--- src/soc_pkg.sv ---
package soc_pkg;

  // One bus request, held by the master until ack
  typedef struct packed {
    logic        req;
    logic        write;
    logic [15:0] addr;   // Word address
    logic [15:0] wdata;
  } bus_req_t;

  typedef struct packed {
    logic        ack;    // One-cycle pulse
    logic [15:0] rdata;  // Valid with ack
  } bus_rsp_t;

  // Command list word, also the TXDATA layout
  typedef struct packed {
    logic       last;    // End of list, never sent
    logic [5:0] spare;
    logic       dc;
    logic [7:0] data;
  } feed_entry_t;

  // Shield pins as mirrored on the board LEDs
  typedef struct packed {
    logic cs_n;
    logic sclk;
    logic mosi;
    logic dc;
  } lcd_pins_t;

  // Address map
  localparam logic [15:0] RAM_LO     = 16'h0000;
  localparam logic [15:0] RAM_HI     = 16'h0FFF;
  localparam logic [15:0] SPI_TXDATA = 16'h8000;
  localparam logic [15:0] SPI_STATUS = 16'h8001;
  localparam logic [15:0] SPI_CTRL   = 16'h8002;
  localparam logic [15:0] FEED_BASE  = 16'h0000;

  // STATUS bits
  localparam int ST_BUSY    = 0;
  localparam int ST_OVERRUN = 1;

  // CTRL fields
  localparam int CTRL_INV     = 0;
  localparam int CTRL_DIV_LSB = 4;
  localparam int CTRL_DIV_W   = 4;

endpackage

--- src/lcd_spi_shifter.sv ---
`timescale 1ns/10ps

module lcd_spi_shifter (
  input  logic                 clk,
  input  logic                 rst,
  input  logic                 load,
  input  soc_pkg::feed_entry_t entry,
  input  logic [3:0]           div,
  output logic                 busy,
  output soc_pkg::lcd_pins_t   pins
);

  logic       busy_q;
  logic       cs_n_q;
  logic       sclk_q;
  logic       dc_q;
  logic [7:0] shreg_q;
  logic [3:0] div_q;    // Held for the whole byte
  logic [3:0] cnt_q;
  logic [2:0] bit_q;

  always_ff @(posedge clk) begin
    if (rst) begin
      busy_q  <= 1'b0;
      cs_n_q  <= 1'b1;
      sclk_q  <= 1'b0;
      dc_q    <= 1'b0;
      shreg_q <= 8'h00;
      div_q   <= 4'd0;
      cnt_q   <= 4'd0;
      bit_q   <= 3'd0;
    end else if (load && !busy_q) begin
      busy_q  <= 1'b1;
      cs_n_q  <= 1'b0;
      sclk_q  <= 1'b0;
      dc_q    <= entry.dc;
      shreg_q <= entry.data;  // MSB out first
      div_q   <= div;
      cnt_q   <= 4'd0;
      bit_q   <= 3'd0;
    end else if (busy_q) begin
      if (cnt_q == div_q) begin
        cnt_q <= 4'd0;
        if (!sclk_q) begin
          sclk_q <= 1'b1;  // Slave samples here
        end else begin
          sclk_q  <= 1'b0;
          shreg_q <= {shreg_q[6:0], 1'b0};  // Next bit while low
          if (bit_q == 3'd7) begin
            busy_q <= 1'b0;
            cs_n_q <= 1'b1;
          end else begin
            bit_q <= bit_q + 3'd1;
          end
        end
      end else begin
        cnt_q <= cnt_q + 4'd1;
      end
    end
  end

  // Eight shifts leave the register empty, so mosi idles low
  assign busy = busy_q;
  assign pins = '{cs_n: cs_n_q, sclk: sclk_q, mosi: shreg_q[7], dc: dc_q};

  a_sclk_idle_low: assert property (@(posedge clk) disable iff (rst)
    pins.cs_n |-> !pins.sclk)
    else $error("sclk high while cs_n deasserted");

  a_no_load_busy: assert property (@(posedge clk) disable iff (rst)
    load |-> !busy_q)
    else $error("load strobe arrived while shifter busy");

endmodule

--- config.mk ---
export PLATFORM = sky130hd
export DESIGN_NAME = lcd_spi_shifter
export DESIGN_NICKNAME = d
export VERILOG_FILES = /design/src/soc_pkg.sv /design/src/lcd_spi_shifter.sv
export SDC_FILE = /design/constraint.sdc
export NUM_CORES = 1
export LEC_CHECK = 0
export ABC_AREA = 1
export BUFFER_PORTS_ARGS = -buffer_cell sky130_fd_sc_hd__buf_2
export CAP_MARGIN = 20
export CORE_MARGIN = 3
export CORE_UTILIZATION = 55
export DETAILED_ROUTE_END_ITERATION = 8
export GPL_ROUTABILITY_DRIVEN = 0
export PLACE_DENSITY = 0.81
export SETUP_SLACK_MARGIN = 0.02
export SYNTH_ARGS = -nofsm -noshare
export SYNTH_HDL_FRONTEND = slang
export SYNTH_SLANG_ARGS = --single-unit
--- constraint.sdc ---
create_clock -name clk -period 3.3 [get_ports clk]
set_input_delay 0.165 -clock clk [delete_from_list [all_inputs] [get_ports clk]]
set_output_delay 0.165 -clock clk [all_outputs]
set_load 0.01 [all_outputs]
==> results by stage <==
Routing:
- Once detail routing completed, the nets flagged for antenna violations numbered 0.
- Wires add up to 2220 µm.
- The first-pass iteration count of the detailed router is 4.
- The via density per instance is 4.84.
- The number of vias after detailed routing is 1056.
- In the routed design, unresolved DRC markers number 0.
- The post-detailed-route wirelength per cell is 10.2 µm.
- The violation count after the first detailed-routing iteration is 13.

Clock network:
- The quantity of gates resized following cts is 0.
- TritonCTS built the clock tree.
- The count of clock tree sinks is 23.
- The clock latency on the worst-skew pair is 0.30 ns.
- The number of clock buffers added by TritonCTS is 3.
- The count of buffers added by post-CTS timing repair for setup is 0.
- The clock passes through at most 2 buffers.
- For this design, the CTS-stage hold fixing added 0 buffers.
- The clock root buffer master is clkbuf_4.
- The number of levels in the clock H-tree is 1.
- Clock-pin slew was measured on the worst setup and hold paths at 0.12 ns.

Floorplanning:
- From bottom edge to top edge, the die measures 52.8 µm.
- The region available for standard cell placement spans 2020 µm².
- The width of the die is 52.8 µm.
- The full die area is 2790 µm².
- 28 I/O pins were placed.
- The effective utilization at floorplan is 0.595.
- The number of standard-cell rows in the floorplan is 16.

Cells and area:
- With fillers left out, the area of the finished cells amounts to 1310 µm².
- The repair_antennas step left the layout with diodes totalling 0.
- In the final layout, the share of cells above drive strength 1 is 0.220.
- The number of nets in the layout is 218.
- The multi-input gate area in the final layout is 584 µm².
- The final-layout fill cell count is 209.
- The area growth from synthesis to layout is 8.84%.
- In the final layout, flip-flops and latches occupy 460 µm².
- The final standard cell utilization of the core is 0.648.

Timing:
- Based on the critical path, the design can be clocked at up to 0.642 GHz.
- Setup repair after global routing left no endpoint under its margin.
- The worst path needs 1.56 ns of the cycle, external delays included.
- The final critical-path share of the clock period is 0.472.
- For the pin with the worst max-slew slack, the measured transition is 0.340 ns.
- Setup violations remaining at the end of the flow were counted as 0.
- Hold is met by 0.0948 ns.
- Measured against its own limit, the worst slew margin works out to 0.773.
- Adding up every negative setup slack in the final design gives 0 ns.
- The total count of hold-check failures in the final report is 0.
- The worst clock skew is 0.00193 ns.
- The total count of max-transition violations in the final report is 0.

Global route:
- For this run the aggregate overflow at the end of global routing stands at 0.
- The via count of the first global-routing pass is 1041.
- Entering global routing, the biggest net connects 23 pins.
- For this run, the total global-route usage over all layers was measured as 0.188.
- The wire length of the first global-routing pass is 3960 µm.
- The initial antenna violation count was 0.

Critical path:
- The critical path in this run is classified as reg -> reg.
- The critical path data required time is 3.54 ns.
- The launching element type of the critical path is a register.
- In this run the worst path has a maximum fanout of 22.
- The nature of the critical path endpoint is a register.
- At the worst endpoint, the arrival time is 1.79 ns.

Yosys:
- Yosys mapped a number of flops with a built-in enable equal to 0.
- The cell count after synthesis is 175.
- Ranked by total cell area, the synthesized netlist is headed by dfxtp_1 38%, nand2_1 15%, nor2_1 6.5%, inv_1 5.9%, a21oi_1 3.7%.
- The post-synthesis sequential area ratio is 0.383.
- The synthesized cell area is 1200 µm².
- The post-synthesis net count is 201.
- Counting flops and latches in the post-synthesis netlist gives 23.
- The library cell with the highest instance count after synthesis is nand2_1.
- Yosys mapped the design onto 25 distinct sky130hd cell types.
- The commonest cells after synthesis are 48 x nand2_1, 23 x dfxtp_1, 21 x nor2_1.
- After synthesis, the mean cell area works out to 6.88 µm².
- In the synthesized netlist the async set-or-reset flop fraction comes to 0.
- The area share of the leading cell type in the synthesized netlist is 0.383.
- Among all flip-flop cells after synthesis, the most frequent one is dfxtp_1.
- Summed over all instances, the cell type with the most area after synthesis is dfxtp_1.
- Yosys printed 0 warnings.

Pwr:
- Of the total power, the share spent switching nets is 0.283.
- In this run the power density over the cells is 403 nW/µm².
- The share of total power dissipated in the clock network is 0.237.
- The worst ir drop on vdd is 0.000316 V.
- Summed over all nets, the switching power comes to 0.149 mW.
- Summed over all cells, the static leakage comes to 0.654 nW.
- Cell internal power was estimated by the tool at 0.379 mW.
- The part of the power in combinational logic is 0.185.
- The design draws 0.528 mW.
- Of the total power, registers draw 0.578.

Placement:
- The count of input and output buffers is 20.
- The instance area after placement is 1280 µm².
- Detailed placement ended at an HPWL of 1730 µm.

Run status:
- The flow ran to the end, and the final reports show no timing, DRC or antenna violations.

Min path:
- The type of the worst min-delay path is in -> reg.

Job:
- The max-cap check violation count is 0.
==> critical path: stages (launching register included) <==
cell and delay (ns):
dfxtp_1 0.54, inv_2 0.09, nand2_4 0.23, inv_2 0.15, nor2_2 0.27, nand2_1 0.09, a21oi_1 0.13
==> final timing paths <==
path,from,end,slack [ns],depth (start not counted)
min reg2reg,sclk_q$_SDFFE_PP0P_,sclk_q$_SDFFE_PP0P_,0.47,2
max reg2reg,busy$_SDFF_PP0_,cnt_q[0]$_SDFFE_PP0P_,1.74,6
min,rst,shreg_q[4]$_SDFFE_PP0P_,0.09,2
max,busy$_SDFF_PP0_,cnt_q[0]$_SDFFE_PP0P_,1.74,6
==> layout make-up <==
type	count	area share
Multi-Input combinational cell	116	0.446
Sequential cell	23	0.351
Inverter	28	0.0802
Timing Repair Buffer	20	0.0764
Tap cell	27	0.0258
Clock buffer	4	0.0201
==> power groups by stage <==
| stage | Clock, mW | Combinational [mW] | Sequential (mW) |
|---|---|---|---|
| after floorplan | 0 | 0.0801 | 0.308 |
| after global placement | 0 | 0.0944 | 0.311 |
| after detailed placement | 0 | 0.0983 | 0.312 |
| after CTS | 0.129 | 0.0987 | 0.305 |
| after global routing | 0.140 | 0.111 | 0.308 |
| final | 0.125 | 0.0976 | 0.305 |
==> through the flow <==
stage               setup WS [ns]  instances
floorplan                    2.14        175
global placement             1.81        214
detailed placement           1.77        214
CTS                          1.75        218
global route                 1.59        218
finish                       1.74        218
==> cell usage in the layout (no fill, tap or decap) <==
cell type / count
nand3_4: 1
inv_1: 19
buf_2: 20
nand4_2: 1
dfxtp_1: 23
clkbuf_4: 3
nor2_4: 2
o21bai_1: 1
inv_2: 9
nand3b_1: 2
o21ai_0: 8
nor2_2: 1
ha_1: 3
a21oi_1: 9
nand3_1: 4
xnor2_1: 1
nand2_1: 48
nand4_1: 2
xor2_1: 1
clkbuf_1: 1
o21ai_1: 5
nor2_1: 21
nand2_2: 3
nand2_4: 2
nor3_1: 1
==> cells by family (layout without fill, tap and decap cells) <==
family | after synthesis | after routing | share of synthesized area
and+or+nand+nor | 88 | 88 | 0.342
buffers and inverters | 36 | 52 | 0.132
DFF | 23 | 23 | 0.383
xor gates and xnor gates | 2 | 2 | 0.0146
AOI/OAI and AO/OA | 23 | 23 | 0.0977
adders and majority gates | 3 | 3 | 0.0312
==> sequential cells by signal (all words and copies together) (netlist names) <==
| signal | flops |
|---|---|
| sclk_q | 1 |
| dc_q | 1 |
| busy | 1 |
| cs_n_q | 1 |
| cnt_q | 4 |
| div_q | 4 |
| bit_q | 3 |
| shreg_q | 8 |
==> per-layer routing <==
metal  routed length (µm)  global-route usage  share of wire
met1                  954               0.200           0.43
met2                 1190               0.368           0.53
met3                   62              0.0256          0.028
met4                   19              0.0638         0.0086
met5                    0                   0              0
Power figures use the tool's default switching activity.
