**src/soc_pkg.sv**
```systemverilog
package soc_pkg;

  // One bus request, held by the master until ack
  typedef struct packed {
    logic        req;
    logic        write;
    logic [15:0] addr;   // Word address
    logic [15:0] wdata;
  } bus_req_t;

  typedef struct packed {
    logic        ack;    // One-cycle pulse
    logic [15:0] rdata;  // Valid with ack
  } bus_rsp_t;

  // Command list word, also the TXDATA layout
  typedef struct packed {
    logic       last;    // End of list, never sent
    logic [5:0] spare;
    logic       dc;
    logic [7:0] data;
  } feed_entry_t;

  // Shield pins as mirrored on the board LEDs
  typedef struct packed {
    logic cs_n;
    logic sclk;
    logic mosi;
    logic dc;
  } lcd_pins_t;

  // Address map
  localparam logic [15:0] RAM_LO     = 16'h0000;
  localparam logic [15:0] RAM_HI     = 16'h0FFF;
  localparam logic [15:0] SPI_TXDATA = 16'h8000;
  localparam logic [15:0] SPI_STATUS = 16'h8001;
  localparam logic [15:0] SPI_CTRL   = 16'h8002;
  localparam logic [15:0] FEED_BASE  = 16'h0000;

  // STATUS bits
  localparam int ST_BUSY    = 0;
  localparam int ST_OVERRUN = 1;

  // CTRL fields
  localparam int CTRL_INV     = 0;
  localparam int CTRL_DIV_LSB = 4;
  localparam int CTRL_DIV_W   = 4;

endpackage

```
**src/feed_engine.sv**
```systemverilog
`timescale 1ns/10ps

module feed_engine (
  input  logic              clk,
  input  logic              rst,
  input  logic              start,
  output soc_pkg::bus_req_t bus_req,
  input  soc_pkg::bus_rsp_t bus_rsp,
  output logic              busy,
  output logic              done
);

  typedef enum logic [2:0] {
    IDLE,
    FETCH,
    POLL,
    SEND,
    FINISH
  } state_t;

  state_t               state_q;
  logic                 start_q;
  logic                 gap_q;     // Req low for a cycle after each ack
  logic [15:0]          ptr_q;
  soc_pkg::feed_entry_t entry_q;
  soc_pkg::feed_entry_t rd_entry;

  assign rd_entry = soc_pkg::feed_entry_t'(bus_rsp.rdata);
  assign busy     = state_q inside {FETCH, POLL, SEND};
  assign done     = (state_q == FINISH);

  // Request follows the state
  always_comb begin
    bus_req     = '0;
    bus_req.req = busy && !gap_q;
    case (state_q)
      FETCH: bus_req.addr = ptr_q;
      POLL:  bus_req.addr = soc_pkg::SPI_STATUS;
      SEND: begin
        bus_req.write = 1'b1;
        bus_req.addr  = soc_pkg::SPI_TXDATA;
        bus_req.wdata = entry_q;
      end
      default: bus_req.addr = 16'h0000;
    endcase
  end

  always_ff @(posedge clk) begin
    if (rst) begin
      state_q <= IDLE;
      start_q <= 1'b0;
      gap_q   <= 1'b0;
      ptr_q   <= soc_pkg::FEED_BASE;
    end else begin
      start_q <= start;
      gap_q   <= bus_rsp.ack;
      case (state_q)
        IDLE: begin
          if (start && !start_q) begin  // Rising edge only
            ptr_q   <= soc_pkg::FEED_BASE;
            state_q <= FETCH;
          end
        end
        FETCH: begin
          if (bus_rsp.ack) begin
            state_q <= rd_entry.last ? FINISH : POLL;
          end
        end
        POLL: begin
          // Spin until the shifter is free
          if (bus_rsp.ack && !bus_rsp.rdata[soc_pkg::ST_BUSY]) begin
            state_q <= SEND;
          end
        end
        SEND: begin
          if (bus_rsp.ack) begin
            ptr_q   <= ptr_q + 16'd1;
            state_q <= FETCH;
          end
        end
        FINISH:  state_q <= IDLE;  // One-cycle done
        default: state_q <= IDLE;
      endcase
    end
  end

  always_ff @(posedge clk) begin
    if ((state_q == FETCH) && bus_rsp.ack) begin
      entry_q <= rd_entry;
    end
  end

endmodule

```
**config.mk**
```make
export PLATFORM = sky130hd
export DESIGN_NAME = feed_engine
export DESIGN_NICKNAME = d
export VERILOG_FILES = /design/src/soc_pkg.sv /design/src/feed_engine.sv
export SDC_FILE = /design/constraint.sdc
export NUM_CORES = 1
export LEC_CHECK = 0
export BUFFER_PORTS_ARGS = -buffer_cell sky130_fd_sc_hd__buf_2
export CAP_MARGIN = 0
export CORE_MARGIN = 2
export CORE_UTILIZATION = 50
export CTS_BUF_LIST = sky130_fd_sc_hd__clkbuf_4 sky130_fd_sc_hd__clkbuf_8
export DETAILED_ROUTE_END_ITERATION = 6
export PLACE_DENSITY = 0.8
export SLEW_MARGIN = 20
export SYNTH_ARGS = -nofsm -noshare
export SYNTH_HDL_FRONTEND = slang
export SYNTH_SLANG_ARGS = --single-unit
```
**constraint.sdc**
```tcl
create_clock -name clk -period 6.2 [get_ports clk]
set_clock_uncertainty 0.1 [all_clocks]
set_input_delay 0.93 -clock clk [delete_from_list [all_inputs] [get_ports clk]]
set_output_delay 0.93 -clock clk [all_outputs]
set_load 0.01 [all_outputs]
```
==> impl_metrics.csv, run 1 <==
group,metric,value,unit
sta,worst_slew_pin_slew,1.003,ns
setup_path,critical_path_required,5.17,ns
logic_synthesis,synth_mux_area_frac,0,
clocking,cts_tree,"yes",
logic_synthesis,synth_fa_ha_area_frac,0.007174,
place,placed_cell_area,2027,sq um
logic_synthesis,synth-seq-area-share,0.5165,
min_path,min_path_type,"reg2reg",
place,pre_cts_slack,3.213,ns
cells_and_area,fin_util,0.6254,
logic_synthesis,synth-xor-area-share,0.03013,
logic_synthesis,yosysTopAreaCell,"edfxtp_1",
grt,grt_max_degree,18,
logic_synthesis,synth_top_flop_cell,"dfxtp_1",
detailed_routing,wl_met3,212,microns
cells_and_area,nNetsFinal,249,
cells_and_area,fillers,297,
sta,hold_slack,0.4044,ns
logic_synthesis,synth-edff-count,16,
detailed_routing,dr.pass1.iters,4,
detailed_routing,met1_length,1600,microns
cells_and_area,final_area,2087,sq um
detailed_routing,wl_per_cell,12.09,microns
place,gp_congestion,0.8217,
detailed_routing,top_layer,"met4",
setup_path,start_kind,"flop",
clocking,clkTransAtPathRegs,0.10,ns
logic_synthesis,synth_compound_area_frac,0.1184,
sta,setup-tns-final,0,ns
place,hpwl,2399,microns
detailed_routing,dr_total_vias,1420,
grt,antenna_found_initial,0,
clocking,h-tree-depth,2,
sta,final.min_clock_period,3.060,ns
setup_path,arrival,2.03,ns
clocking,cts_resized,0,
logic_synthesis,synth_seq_cells,37,
setup_path,r2r_setup_slack,4.14,ns
logic_synthesis,synth_common_cells,"and2_1, dfxtp_1, edfxtp_1",
clocking,cts_setup_buffers,0,
detailed_routing,routed_wl,3324,microns
logic_synthesis,syn_nets,196,
clocking,clock_path_buffers,2,
clocking,numCtsBuffers,5,
grt,grt_pass1_vias,1256,
sta,setup_viol,0,
cells_and_area,area_growth,19.66,%
floorplan,die_y,63.06,microns
grt,overflow,0,
place,portBuffers,55,
power,p_leak,0.8854,nW
logic_synthesis,yosysWarningCount,0,
clocking,insertion_delay,0.34,ns
power,max-vdd-ir-drop,106.9,uV
power,powerDensity,200.3,nW/um^2
detailed_routing,ant_nets,0,
outcome,status,"completed",
setup_path,critPathLaunch,"state_q[1]",
clocking,cts_hold_buf,0,
logic_synthesis,synthTopCellsByArea,"edfxtp_1, dfxtp_1, and2_1, a21oi_1, nor2_1",
logic_synthesis,netlist_instances,175,
setup_path,path_class,"reg2out",
floorplan,row_count,21,
min_path,holdCritStartpoint,"ptr_q[15]",
sta,rsz0062_at_grt,"false",
floorplan,die_w,63.06,microns
sta,hold_violations,0,
detailed_routing,drt-initial-drc-count,21,
logic_synthesis,postSynthAreaPerCell,9.967,sq um
floorplan,core,3337,sq um
cells_and_area,drive_gt1_frac,0.3057,
floorplan,initial_core_util,0.5227,
setup_path,worstReg2RegStart,"state_q[1]",
job,maxCapViolCount,0,
sta,slew_headroom,0.3297,
floorplan,boundaryPins,56,
sta,fmax,326.8,MHz
grt,grt_use_total,0.1805,
logic_synthesis,async_flop_share,0,
sta,drv_slew,0,
sta,timing.final.crit_share,0.4935,
detailed_routing,drcViolationCount,0,
grt,grt_pass1_wl,5664,microns
setup_path,crit_path_end_kind,"output pin",
floorplan,die_area,3977,sq um
clocking,root_buffer,"clkbuf_4",
logic_synthesis,synth_most_common_cell,"and2_1",
detailed_routing,wl_met2,1480,microns
setup_path,crit_fanout,17,
sta,final.setup.worst_slack,3.140,ns
cells_and_area,antenna_cells,0,
logic_synthesis,syn_area,1744,sq um
logic_synthesis,synth-simple-area-share,0.2869,
detailed_routing,routed_via_density,5.164,
logic_synthesis,synth_top_area_share,0.2755,
logic_synthesis,synth_top_family_by_area,"simple AND/OR/NAND/NOR gates",
clocking,cts_sinks,37,
logic_synthesis,synth_cell_types,37,
-- sequential cells by signal (all words and copies together) (netlist names) --
name,count
ptr_q,16
entry_q,16
gap_q,1
start_q,1
state_q,3
-- metrics by stage --
stage	instances	power (mW)
CTS	275	0.4239
finish	275	0.4180
floorplan	175	0.2883
global placement	267	0.2993
detailed placement	267	0.3004
global route	275	0.4380
-- report_power, final --
part | total, mW | switching, mW | internal [mW]
clock network | 0.123 | 0.0756 | 0.0476
logic | 0.0304 | 0.0185 | 0.0119
registers | 0.264 | 0.00393 | 0.260
-- worst max-delay path: stages, from the launching register on --
cell	delay, ns
dfxtp_1	0.62
nand2b_1	0.15
nor2_1	0.58
and2_1	0.22
buf_2	0.13
-- per-layer routing --
metal	up-vias	track usage
li1	726	-
met1	644	0.2298
met2	48	0.2939
met3	2	0.04821
met4	0	0.06667
met5	-	0
-- placed cells by master, fill, tap and decap left out, types with 2 or more instances in the layout --
master and n:
nor2b_1 2, xor2_1 6, or4_1 2, and2_1 32, o2111ai_1 3, nor2_1 14, nand2_1 8, or3_1 7
clkbuf_4 6, nand2b_1 2, and4_1 2, dfxtp_1 21, inv_1 2, nand3_1 2, buf_2 55, nand3b_1 2
nor3_1 3, o21ai_0 10, edfxtp_1 16, clkinv_2 2, o211ai_1 2, nand4_1 2, a21oi_1 13
-- worst paths after layout --
check,end,cells after the start
max,bus_req[14],4
min,ptr_q[15],2
max reg2reg,ptr_q[11],4
min reg2reg,ptr_q[15],2
-- cell families (layout without fill, tap and decap cells) --
family | count (synthesis) | after routing
and+or+nand+nor | 85 | 85
AOI/OAI and AO/OA | 34 | 34
DFF | 37 | 37
adders and majority gates | 1 | 1
buffers and inverters | 12 | 66
xor gates and xnor gates | 6 | 6
-- final cells by class --
type                       count  area (sq um)  share of cell area
clock buffer                   6         45.04             0.02158
clock inverter                 2         10.01            0.004796
inverter                       2         7.507            0.003597
multi-input combinational    126         783.3              0.3753
sequential                    37         900.9              0.4317
tap                           46         57.56             0.02758
timing repair buffer          56         282.8              0.1355
Note: power is estimated with default switching activity, not from simulation.
==> inputs of run 2 (changes only) <==
clock period = 3.2 ns   (was 6.2 ns; I/O delays follow)
==> run 2 against run 1 <==
Net effect:
- sequential cell count is the same
- cell count is 0.73% higher
- core utilization up 0.30 points
- first-iteration DRC count grew 57%
- highest routed layer unchanged
==> impl_metrics.csv, run 2 (synthesis gave the netlist of run 1 again) <==
group,metric,value,unit
clocking,cts_setup_buffers,0,
cells_and_area,final_cell_mix,"buf_2, and2_1, dfxtp_1",
clocking,clock_path_buffers,2,
grt,grt_pass1_vias,1256,
sta,timing.final.crit_share,0.8070,
cells_and_area,final_area,2097,sq um
sta,drv_slew,0,
detailed_routing,dr_total_vias,1429,
floorplan,boundaryPins,56,
clocking,insertion_delay,0.33,ns
cells_and_area,drive_gt1_frac,0.3074,
sta,rsz0062_at_grt,"false",
min_path,holdCritStartpoint,"bus_rsp[2]",
setup_path,r2r_setup_slack,1.18,ns
setup_path,reg2reg_depth,4,
sta,fmax,387.2,MHz
floorplan,row_count,21,
sta,final.setup.worst_slack,0.6175,ns
detailed_routing,drcViolationCount,0,
clocking,cts_tree,"yes",
grt,overflow,0,
detailed_routing,routed_wl,3252,microns
clocking,cts_resized,0,
cells_and_area,antenna_cells,0,
place,pre_cts_slack,0.9523,ns
setup_path,path_class,"reg2out",
grt,grt_max_degree,18,
cells_and_area,fin_util,0.6284,
setup_path,r2r-end,"ptr_q[11]",
min_path,holdPathEnd,"entry_q[2]",
place,placed_cells,269,
setup_path,arrival,2.00,ns
place,placed_cell_area,2042,sq um
floorplan,die_w,63.06,microns
setup_path,critical_path_required,2.62,ns
clocking,clkTransAtPathRegs,0.10,ns
min_path,min_path_type,"in2reg",
detailed_routing,ant_nets,0,
clocking,cts_sinks,37,
clocking,numCtsBuffers,5,
sta,final.min_clock_period,2.583,ns
grt,antenna_found_initial,0,
detailed_routing,drt-initial-drc-count,33,
detailed_routing,dr.pass1.iters,4,
setup_path,start_kind,"flop",
sta,setup-tns-final,0,ns
sta,slew_headroom,0.5233,
clocking,cts_hold_buf,0,
job,maxCapViolCount,0,
setup_path,crit_path_end_kind,"output pin",
min_path,worstHoldPathCells,1,
cells_and_area,final_common_cell,"buf_2",
sta,worst_slew_pin_slew,0.7124,ns
cells_and_area,area_growth,20.23,%
clocking,root_buffer,"clkbuf_4",
grt,grt_pass1_wl,5630,microns
power,p_leak,0.8947,nW
place,hpwl,2386,microns
cells_and_area,final_cells,277,
cells_and_area,nNetsFinal,251,
grt,grt_use_total,0.1774,
floorplan,core,3337,sq um
floorplan,initial_core_util,0.5227,
detailed_routing,wl_per_cell,11.74,microns
sta,setup_viol,0,
cells_and_area,reg_top3,"entry_q (16), ptr_q (16), state_q (3)",
setup_path,worstReg2RegStart,"state_q[1]",
place,portBuffers,55,
outcome,status,"completed",
power,powerDensity,384.8,nW/um^2
sta,hold_violations,0,
setup_path,cp_slowest_stage_delay,0.60,ns
clocking,h-tree-depth,2,
floorplan,die_y,63.06,microns
setup_path,crit_slowest_cell,"dfxtp_1",
detailed_routing,routed_via_density,5.159,
power,max-vdd-ir-drop,259.9,uV
place,gp_congestion,0.8167,
setup_path,crit_fanout,17,
setup_path,cp_cell_sequence,"nand2b_1 > nor2_1 > and2_1 > buf_2",
floorplan,die_area,3977,sq um
## run 2: cell types whose count changed in the layout (fill, tap and decap cells not counted)
cell / before / now
nor3_2: 1 / 0
nor3_1: 3 / 4
buf_4: 1 / 3
## run 2: final cells by class
cell class | instances | area (sq um)
Sequential cell | 37 | 900.9
Fill cell | 290 | 1240
Timing Repair Buffer | 58 | 297.8
Clock inverter | 2 | 10.01
Tap cell | 46 | 57.56
Multi-Input combinational cell | 126 | 778.2
Inverter | 2 | 7.507
Clock buffer | 6 | 45.04
## run 2: power breakdown
part | switching, mW | internal (mW)
clock | 0.141 | 0.0922
sequential | 0.00734 | 0.505
combinational | 0.0361 | 0.0255
## run 2: critical path: cells and delay by family, from the launching register on
kind / cells / cell delay, ns
and+or+nand+nor: 3 / 0.95
buffers and inverters: 1 / 0.13
DFF: 1 / 0.60
## run 2: worst max-delay path by stage
stage               slack, ns          end        from  cells past startpoint
floorplan                0.47   entry_q[0]  state_q[1]                      2
global placement         1.06  bus_req[14]  state_q[1]                      4
detailed placement       0.95  bus_req[15]  state_q[1]                      4
CTS                      0.57  bus_req[15]  state_q[1]                      4
global route             0.36  bus_req[15]  state_q[1]                      4
finish                   0.62  bus_req[15]  state_q[1]                      4
## run 2: per-stage QoR
stage / power (mW) / hold WS, ns
3_3_place_gp: 0.5838 / 0.3880
4_1_cts: 0.8191 / 0.2145
6_report: 0.8068 / 0.2282
3_5_place_dp: 0.5856 / 0.3889
2_1_floorplan: 0.5585 / 0.3575
5_1_grt: 0.8459 / 0.2041
## run 2: routing by layer
metal / global-route usage / wire length, microns / vias to the layer above
met3: 0.04107 / 239 / 7
met2: 0.2832 / 1429 / 60
met5: 0 / 0 / -
met1: 0.2346 / 1531 / 630
li1: - / - / 732
met4: 0.06667 / 51 / 0
