## src/soc_pkg.sv

```systemverilog
package soc_pkg;

  // One bus request, held by the master until ack
  typedef struct packed {
    logic        req;
    logic        write;
    logic [15:0] addr;   // Word address
    logic [15:0] wdata;
  } bus_req_t;

  typedef struct packed {
    logic        ack;    // One-cycle pulse
    logic [15:0] rdata;  // Valid with ack
  } bus_rsp_t;

  // Command list word, also the TXDATA layout
  typedef struct packed {
    logic       last;    // End of list, never sent
    logic [5:0] spare;
    logic       dc;
    logic [7:0] data;
  } feed_entry_t;

  // Shield pins as mirrored on the board LEDs
  typedef struct packed {
    logic cs_n;
    logic sclk;
    logic mosi;
    logic dc;
  } lcd_pins_t;

  // Address map
  localparam logic [15:0] RAM_LO     = 16'h0000;
  localparam logic [15:0] RAM_HI     = 16'h0FFF;
  localparam logic [15:0] SPI_TXDATA = 16'h8000;
  localparam logic [15:0] SPI_STATUS = 16'h8001;
  localparam logic [15:0] SPI_CTRL   = 16'h8002;
  localparam logic [15:0] FEED_BASE  = 16'h0000;

  // STATUS bits
  localparam int ST_BUSY    = 0;
  localparam int ST_OVERRUN = 1;

  // CTRL fields
  localparam int CTRL_INV     = 0;
  localparam int CTRL_DIV_LSB = 4;
  localparam int CTRL_DIV_W   = 4;

endpackage

```

## src/bus_interconnect.sv

```systemverilog
`timescale 1ns/10ps

module bus_interconnect (
  input  logic              clk,
  input  logic              rst,
  input  soc_pkg::bus_req_t feed_req,
  output soc_pkg::bus_rsp_t feed_rsp,
  input  logic              feed_busy,
  input  soc_pkg::bus_req_t host_req,
  output soc_pkg::bus_rsp_t host_rsp,
  output soc_pkg::bus_req_t ram_req,
  input  soc_pkg::bus_rsp_t ram_rsp,
  output soc_pkg::bus_req_t spi_req,
  input  soc_pkg::bus_rsp_t spi_rsp
);

  soc_pkg::bus_req_t m_req;
  soc_pkg::bus_rsp_t m_rsp;
  logic              sel_feed;
  logic              grant_q;
  logic              pend_q;     // Ack due this cycle, grant frozen
  logic              armed_q;
  logic [16:0]       key_q;      // write and addr of the last acked request
  logic              live;
  logic              ram_hit;
  logic              spi_hit;
  logic              unm_ack_q;

  assign sel_feed = pend_q ? grant_q : feed_busy;
  assign m_req    = sel_feed ? feed_req : host_req;

  // A request is forwarded until acked, then again only once it is new
  assign live = m_req.req &&
                (armed_q || (sel_feed != grant_q) || ({m_req.write, m_req.addr} != key_q));

  assign ram_hit = (m_req.addr >= soc_pkg::RAM_LO) && (m_req.addr <= soc_pkg::RAM_HI);
  assign spi_hit = (m_req.addr >= soc_pkg::SPI_TXDATA) && (m_req.addr <= soc_pkg::SPI_CTRL);

  always_comb begin
    ram_req       = m_req;
    ram_req.req   = live && ram_hit;
    spi_req       = m_req;
    spi_req.req   = live && spi_hit;
    m_rsp.ack     = ram_rsp.ack || spi_rsp.ack || unm_ack_q;
    m_rsp.rdata   = ram_rsp.ack ? ram_rsp.rdata : (spi_rsp.ack ? spi_rsp.rdata : 16'h0000);
  end

  assign feed_rsp = sel_feed ? m_rsp : '0;
  assign host_rsp = sel_feed ? '0 : m_rsp;

  always_ff @(posedge clk) begin
    if (rst) begin
      grant_q   <= 1'b0;
      pend_q    <= 1'b0;
      armed_q   <= 1'b1;
      unm_ack_q <= 1'b0;
    end else begin
      grant_q   <= sel_feed;
      pend_q    <= live && !m_rsp.ack;
      unm_ack_q <= live && !ram_hit && !spi_hit && !unm_ack_q;  // Unmapped reads as 0
      if (m_rsp.ack) begin
        armed_q <= 1'b0;
      end else if (!m_req.req || (sel_feed != grant_q)) begin
        armed_q <= 1'b1;
      end
    end
  end

  always_ff @(posedge clk) begin
    if (m_rsp.ack) begin
      key_q <= {m_req.write, m_req.addr};
    end
  end

  a_one_slave_ack: assert property (@(posedge clk) disable iff (rst)
    !(ram_rsp.ack && spi_rsp.ack))
    else $error("RAM and SPI acked in the same cycle");

endmodule

```

## config.mk

```make
export PLATFORM = sky130hd
export DESIGN_NAME = bus_interconnect
export DESIGN_NICKNAME = d
export VERILOG_FILES = /design/src/soc_pkg.sv /design/src/bus_interconnect.sv
export SDC_FILE = /design/constraint.sdc
export NUM_CORES = 1
export LEC_CHECK = 0
export ABC_AREA = 0
export BUFFER_PORTS_ARGS = -buffer_cell sky130_fd_sc_hd__buf_2
export CORE_MARGIN = 1.5
export CORE_UTILIZATION = 33
export DETAILED_ROUTE_END_ITERATION = 10
export GPL_ROUTABILITY_DRIVEN = 0
export HOLD_SLACK_MARGIN = 0.1
export PLACE_DENSITY_LB_ADDON = 0.1
export SLEW_MARGIN = 10
export SYNTH_ARGS = -nofsm -noshare
export SYNTH_HDL_FRONTEND = slang
export SYNTH_SLANG_ARGS = --single-unit
export TNS_END_PERCENT = 50
```

## constraint.sdc

```tcl
create_clock -name clk -period 2.2 [get_ports clk]
set_input_delay 0 -clock clk [delete_from_list [all_inputs] [get_ports clk]]
set_output_delay 0 -clock clk [all_outputs]
set_load 0.02 [all_outputs]
```

==> flow_summary.yaml, run 1 <==
timing:
  fmax_mhz: 396.5
  fin_crit_ns: 2.522
  timing.final.crit_share: 1.146
  setup_violations: 3
  rsz0062_at_grt: "yes"
  hold_viol: 0
  skew_ns: 0.0009457
  setup_ws_ns: -0.3223
  max_slew_margin: 0.2734
  report.final.slew_viol_count: 0
  fin_setup_tns_ns: -0.6569
  tightest_slew_ns: 1.088
logic_synthesis:
  syn_area_um2: 2031
  netlist.area_leader.share: 0.2514
  synth_cell_types: 34
  ys_ff_latch: 21
  avgSynthCellArea_um2: 7.721
  ys_seq_area_frac: 0.2908
  netlist_instances: 263
  synth_area_leaders: "edfxtp_1, buf_4, nand2_1"
  synth_edf_count: 17
  ys_async_sr_fraction: 0
  syn_nets: 368
  ys_warn_count: 0
  yosys.area.top_type: "edfxtp_1"
  synth-main-ff-cell: "edfxtp_1"
global_route:
  track_usage: 0.1952
  grt_pass1_wl_mm: 10.12
  grt_max_degree: 38
  grt.overflow.total: 0
  antenna_found_initial: 0
  grt_pass1_vias: 2189
worst_setup_path:
  worstPathRequired_ns: 2.20
  crit_type: "reg2out"
  cp-end-kind: "output pin"
  r2r_cells: 6
  cp_common_cell: "mux2_4"
  path_delay_family: "simple AND/OR/NAND/NOR gates"
  cp-start-kind: "register"
  path_cells: "mux2_4 > mux2_4 > xor2_2 > or4_4 > nor4_4 > nor4_2 > buf_4"
  cp.depth: 7
  path_buf_inv: 1
  cp.arrival_ns: 2.52
  max_stage_delay_ns: 0.55
  slowest_stage: "or4_4"
  crit_fanout: 6
layout:
  utilization: 0.5232
  antennaDiodeCount: 0
  drive_above_1_share: 0.5546
  fillers: 618
  syn_to_final_growth_pct: 52.56
  layout.nets: 555
run:
  maxCapViolCount: 0
drt:
  drc: 0
  first_iter_violations: 125
  vias: 2490
  drt.antenna.violating_nets: 0
  wl_mm: 7.185
  dr.pass1.iters: 4
  wl_per_cell_um: 13.71
  viasPerCell: 4.752
floorplanning:
  rows: 28
  io-pin-count: 207
  core-area_um2: 5921
  die_w_um: 81.45
  die_y_um: 81.45
  die_area_um2: 6633
  start_util: 0.3430
pwr:
  power.leakage_nw: 1.718
  power.density_nw_per_um2: 482.7
  p_clk_frac: 0.167
  irDropWorstVdd_v: 0.0002485
  p_int_mw: 0.9045
  p_seq_frac: 0.331
  p_comb_frac: 0.502
  swShare: 0.3951
  switchingPower_mw: 0.5908
placement:
  place.detailed.hpwl_mm: 5.838
  numPortBuffers: 206
clock_tree:
  clock_latency_ns: 0.26
  clk_path_buf_depth: 2
  cts_sinks: 21
  htree_levels: 1
  cts-root-buf: "clkbuf_8"
  cts_tree: "done"
  clk_pin_slew_worst_paths_ns: 0.07
  cts_buffers: 3
run_status:
  status: "finished, violations left"
  violations: "setup timing"
hold_path:
  min_path_cells: 4
  hp-class: "in2reg"
## power by group through the flow
stage / registers, mW / logic, mW / clock network, mW
final: 0.495 / 0.751 / 0.249
after global routing: 0.497 / 0.817 / 0.276
after CTS: 0.494 / 0.752 / 0.256
after global placement: 0.503 / 0.740 / 0
after detailed placement: 0.501 / 0.744 / 0
after floorplan: 0.496 / 0.502 / 0
## placed cells by master, fill, tap and decap left out, types with 2 or more instances in the layout
cell / count
edfxtp_1: 17
clkbuf_8: 3
nor4b_1: 2
xnor2_1: 9
nor3_1: 8
buf_4: 20
xor2_1: 7
mux2_4: 3
buf_2: 205
dfxtp_1: 3
o221ai_1: 3
inv_1: 9
dlygate4sd3_1: 3
o22ai_1: 2
nand4_1: 4
nand2_1: 62
mux2_2: 12
nor4_1: 3
nor2_1: 38
a22oi_1: 16
a21oi_1: 3
## registers in the layout, indices dropped and copies added (netlist names)
register / count
armed_q: 1
key_q: 17
grant_q: 1
unm_ack_q: 1
pend_q: 1
## cell type report
type | instances | area [um2] | area share
timing repair buffer | 228 | 1206 | 0.3893
clock buffer | 4 | 45.04 | 0.01454
tap | 75 | 93.84 | 0.03029
sequential | 21 | 591.8 | 0.1910
inverter | 9 | 33.78 | 0.01090
multi-input combinational | 187 | 1127 | 0.3639
## worst min-delay path: stages
cell and delay [ns]:
buf_2 0.10, nor3_1 0.08, o21ai_0 0.08, nand2b_1 0.05
## cells by family after synthesis
kind of cell	after synthesis	synth area share
and+or+nand+nor	125	0.2693
buffers and inverters	55	0.1670
AOI/OAI and AO/OA	28	0.1010
DFF	21	0.2908
xor gates and xnor gates	17	0.07332
muxes	17	0.09858
## through the flow
step           hold slack [ns]  total power [mW]  std cells  area, um2  setup slack [ns]
5_1_grt                 0.1084             1.590        524       3098           -0.3906
3_5_place_dp            0.2184             1.246        516       3004          -0.04106
3_3_place_gp            0.2158             1.243        516       3004          -0.02802
4_1_cts                 0.1058             1.502        523       3080           -0.3202
6_report                0.1077             1.495        524       3098           -0.3223
2_1_floorplan          0.07238            0.9987        263       2037          -0.07693
## layer usage
metal,global-route usage,up-vias,share of wire
li1,-,1231,-
met3,0.03222,8,0.065
met1,0.2402,1134,0.41
met5,0,-,0
met4,0.05000,0,0.013
met2,0.3504,117,0.51
## worst paths after layout
path | start | end | slack (ns)
worst max register to register | pend_q$_SDFF_PP0_ | pend_q$_SDFF_PP0_ | -0.03
worst min register to register | unm_ack_q$_SDFF_PP0_ | unm_ack_q$_SDFF_PP0_ | 0.56
worst min-delay path | spi_rsp[16] | armed_q$_SDFFE_PP1P_ | 0.11
worst max-delay path | pend_q$_SDFF_PP0_ | ram_req[33] | -0.32
## repair_timing
item	4_1_cts	5_1_grt
pin swaps	0	2
hold endpoints to repair	4	0
gates resized for setup	1	2
endpoints found under the setup margin	3	4
buffers inserted	0	1
hold buffers	3	0
## cell usage after synthesis, types with 3 or more instances
cell type,number
nand4_1,4
nor2_1,38
a22oi_1,16
clkbuf_1,7
xnor2_1,9
nor3_1,8
edfxtp_1,17
xor2_1,8
nor4_1,4
o221ai_1,3
mux2_2,12
buf_4,33
mux2_4,3
a21oi_1,3
dfxtp_1,4
nand2_1,62
buf_1,4
inv_1,9
No activity file was read; power rests on OpenSTA's default activity.
==> run 2: changes to the inputs <==
--- a/config.mk
+++ b/config.mk
@@ -13,6 +13,7 @@
 export GPL_ROUTABILITY_DRIVEN = 0
 export HOLD_SLACK_MARGIN = 0.1
 export PLACE_DENSITY_LB_ADDON = 0.1
+export REMOVE_ABC_BUFFERS = 1
 export SLEW_MARGIN = 10
 export SYNTH_ARGS = -nofsm -noshare
 export SYNTH_HDL_FRONTEND = slang
==> flow_summary.yaml, run 2 (synthesized netlist as in run 1, its figures left out) <==
layout:
  regMostFlops: "key_q"
  layout.nets: 558
  syn_to_final_growth_pct: 54.41
  drive_above_1_share: 0.5442
  utilization: 0.5296
  final_common_cell: "buf_2"
  final_cell_mix: "buf_2, nand2_1, nor2_1"
  largest_reg_flops: 17
  antennaDiodeCount: 0
clock_tree:
  clk_pin_slew_worst_paths_ns: 0.08
  htree_levels: 1
  cts_buffers: 3
  clk_path_buf_depth: 2
  cts-root-buf: "clkbuf_8"
  cts_sinks: 21
  cts_tree: "done"
  clock_latency_ns: 0.26
drt:
  drt.antenna.violating_nets: 0
  dr.pass1.iters: 5
  viasPerCell: 4.708
  vias: 2481
  wl_mm: 7.508
  drc: 0
  wl_per_cell_um: 14.25
  first_iter_violations: 114
worst_setup_path:
  worstPathRequired_ns: 2.20
  crit_type: "reg2out"
  cp-start-kind: "register"
  cp-end-kind: "output pin"
  cp.arrival_ns: 2.45
  crit_fanout: 6
run:
  maxCapViolCount: 0
timing:
  timing.final.crit_share: 1.116
  fin_setup_tns_ns: -0.6310
  setup_violations: 4
  fin_crit_ns: 2.454
  hold_viol: 0
  rsz0062_at_grt: "yes"
  report.final.slew_viol_count: 0
  setup_ws_ns: -0.2543
  skew_ns: 0.002155
  max_slew_margin: 0.3007
  hold_slack_ns: 0.1081
  tightest_slew_ns: 1.047
  fmax_mhz: 407.5
pwr:
  power.density_nw_per_um2: 483.3
  swShare: 0.4002
  p_seq_frac: 0.325
  power.leakage_nw: 1.740
  switchingPower_mw: 0.6064
  p_comb_frac: 0.502
  p_int_mw: 0.9088
  irDropWorstVdd_v: 0.0003661
  p_clk_frac: 0.173
global_route:
  antenna_found_initial: 0
  busiest_layer: "met2"
  grt_max_degree: 36
  use_met2: 0.3769
  grt.met3_usage: 0.02889
  met1_usage: 0.2361
  grt_pass1_vias: 2111
  grt_pass1_wl_mm: 10.16
  track_usage: 0.1984
  grt.overflow.total: 0
hold_path:
  hp-class: "in2reg"
run_status:
  status: "finished, violations left"
  violations: "setup timing"
floorplanning:
  die_area_um2: 6633
  core-area_um2: 5921
  start_util: 0.3430
  rows: 28
  die_y_um: 81.45
  die_w_um: 81.45
  io-pin-count: 207
placement:
  numPortBuffers: 206
  place.detailed.hpwl_mm: 6.106
[run 2: stage by stage]
stage / total power, mW / std cells / instance area, um2 / worst slack (ns)
after global routing: 1.606 / 527 / 3136 / -0.3373
after CTS: 1.519 / 526 / 3109 / -0.3471
after detailed placement: 1.243 / 512 / 2968 / -0.06044
after floorplan: 0.9140 / 217 / 1725 / -1.156
after global placement: 1.241 / 512 / 2968 / -0.01805
final: 1.515 / 527 / 3136 / -0.2543
[run 2: power groups by stage]
stage	clock network (mW)	logic, mW	registers (mW)
final	0.261	0.761	0.493
after global routing	0.287	0.823	0.497
after CTS	0.267	0.759	0.492
after detailed placement	0	0.743	0.501
after global placement	0	0.740	0.502
after floorplan	0	0.418	0.496
[run 2: final timing paths]
check	from	end	slack [ns]	cells past startpoint
max	pend_q$_SDFF_PP0_	ram_req[33]	-0.25	7
min	feed_req[19]	key_q[3]$_DFFE_PN_	0.11	3
max reg2reg	pend_q$_SDFF_PP0_	pend_q$_SDFF_PP0_	-0.09	7
min reg2reg	unm_ack_q$_SDFF_PP0_	unm_ack_q$_SDFF_PP0_	0.52	3
[run 2: critical path, cell delays in order (launching register included)]
cell and delay (ns):
dfxtp_2 0.35, mux2_4 0.35, mux2_2 0.30, xor2_1 0.15
or4_4 0.54, nor4_4 0.24, nor4_1 0.09, buf_2 0.17
[run 2: final cells by class]
type,instances,area [um2]
Inverter,9,33.78
Tap cell,75,93.84
Fill cell,605,2785
Clock buffer,4,45.04
Sequential cell,21,591.8
Timing Repair Buffer,231,1250
Multi-Input combinational cell,187,1121
[run 2: metal layers]
metal	share of wire	wire, um	vias to the layer above
li1	-	-	1244
met1	0.40	3028	1113
met2	0.51	3832	118
met3	0.081	606	6
met4	0.0056	42	0
met5	0	0	-
[run 2: timing repair]
action | CTS | global route
pin swaps | 4 | 3
hold endpoints to repair | 7 | 0
hold buffers | 8 | 0
gates resized for setup | 1 | 4
setup endpoints to repair | 4 | 4
setup buffers | 2 | 1
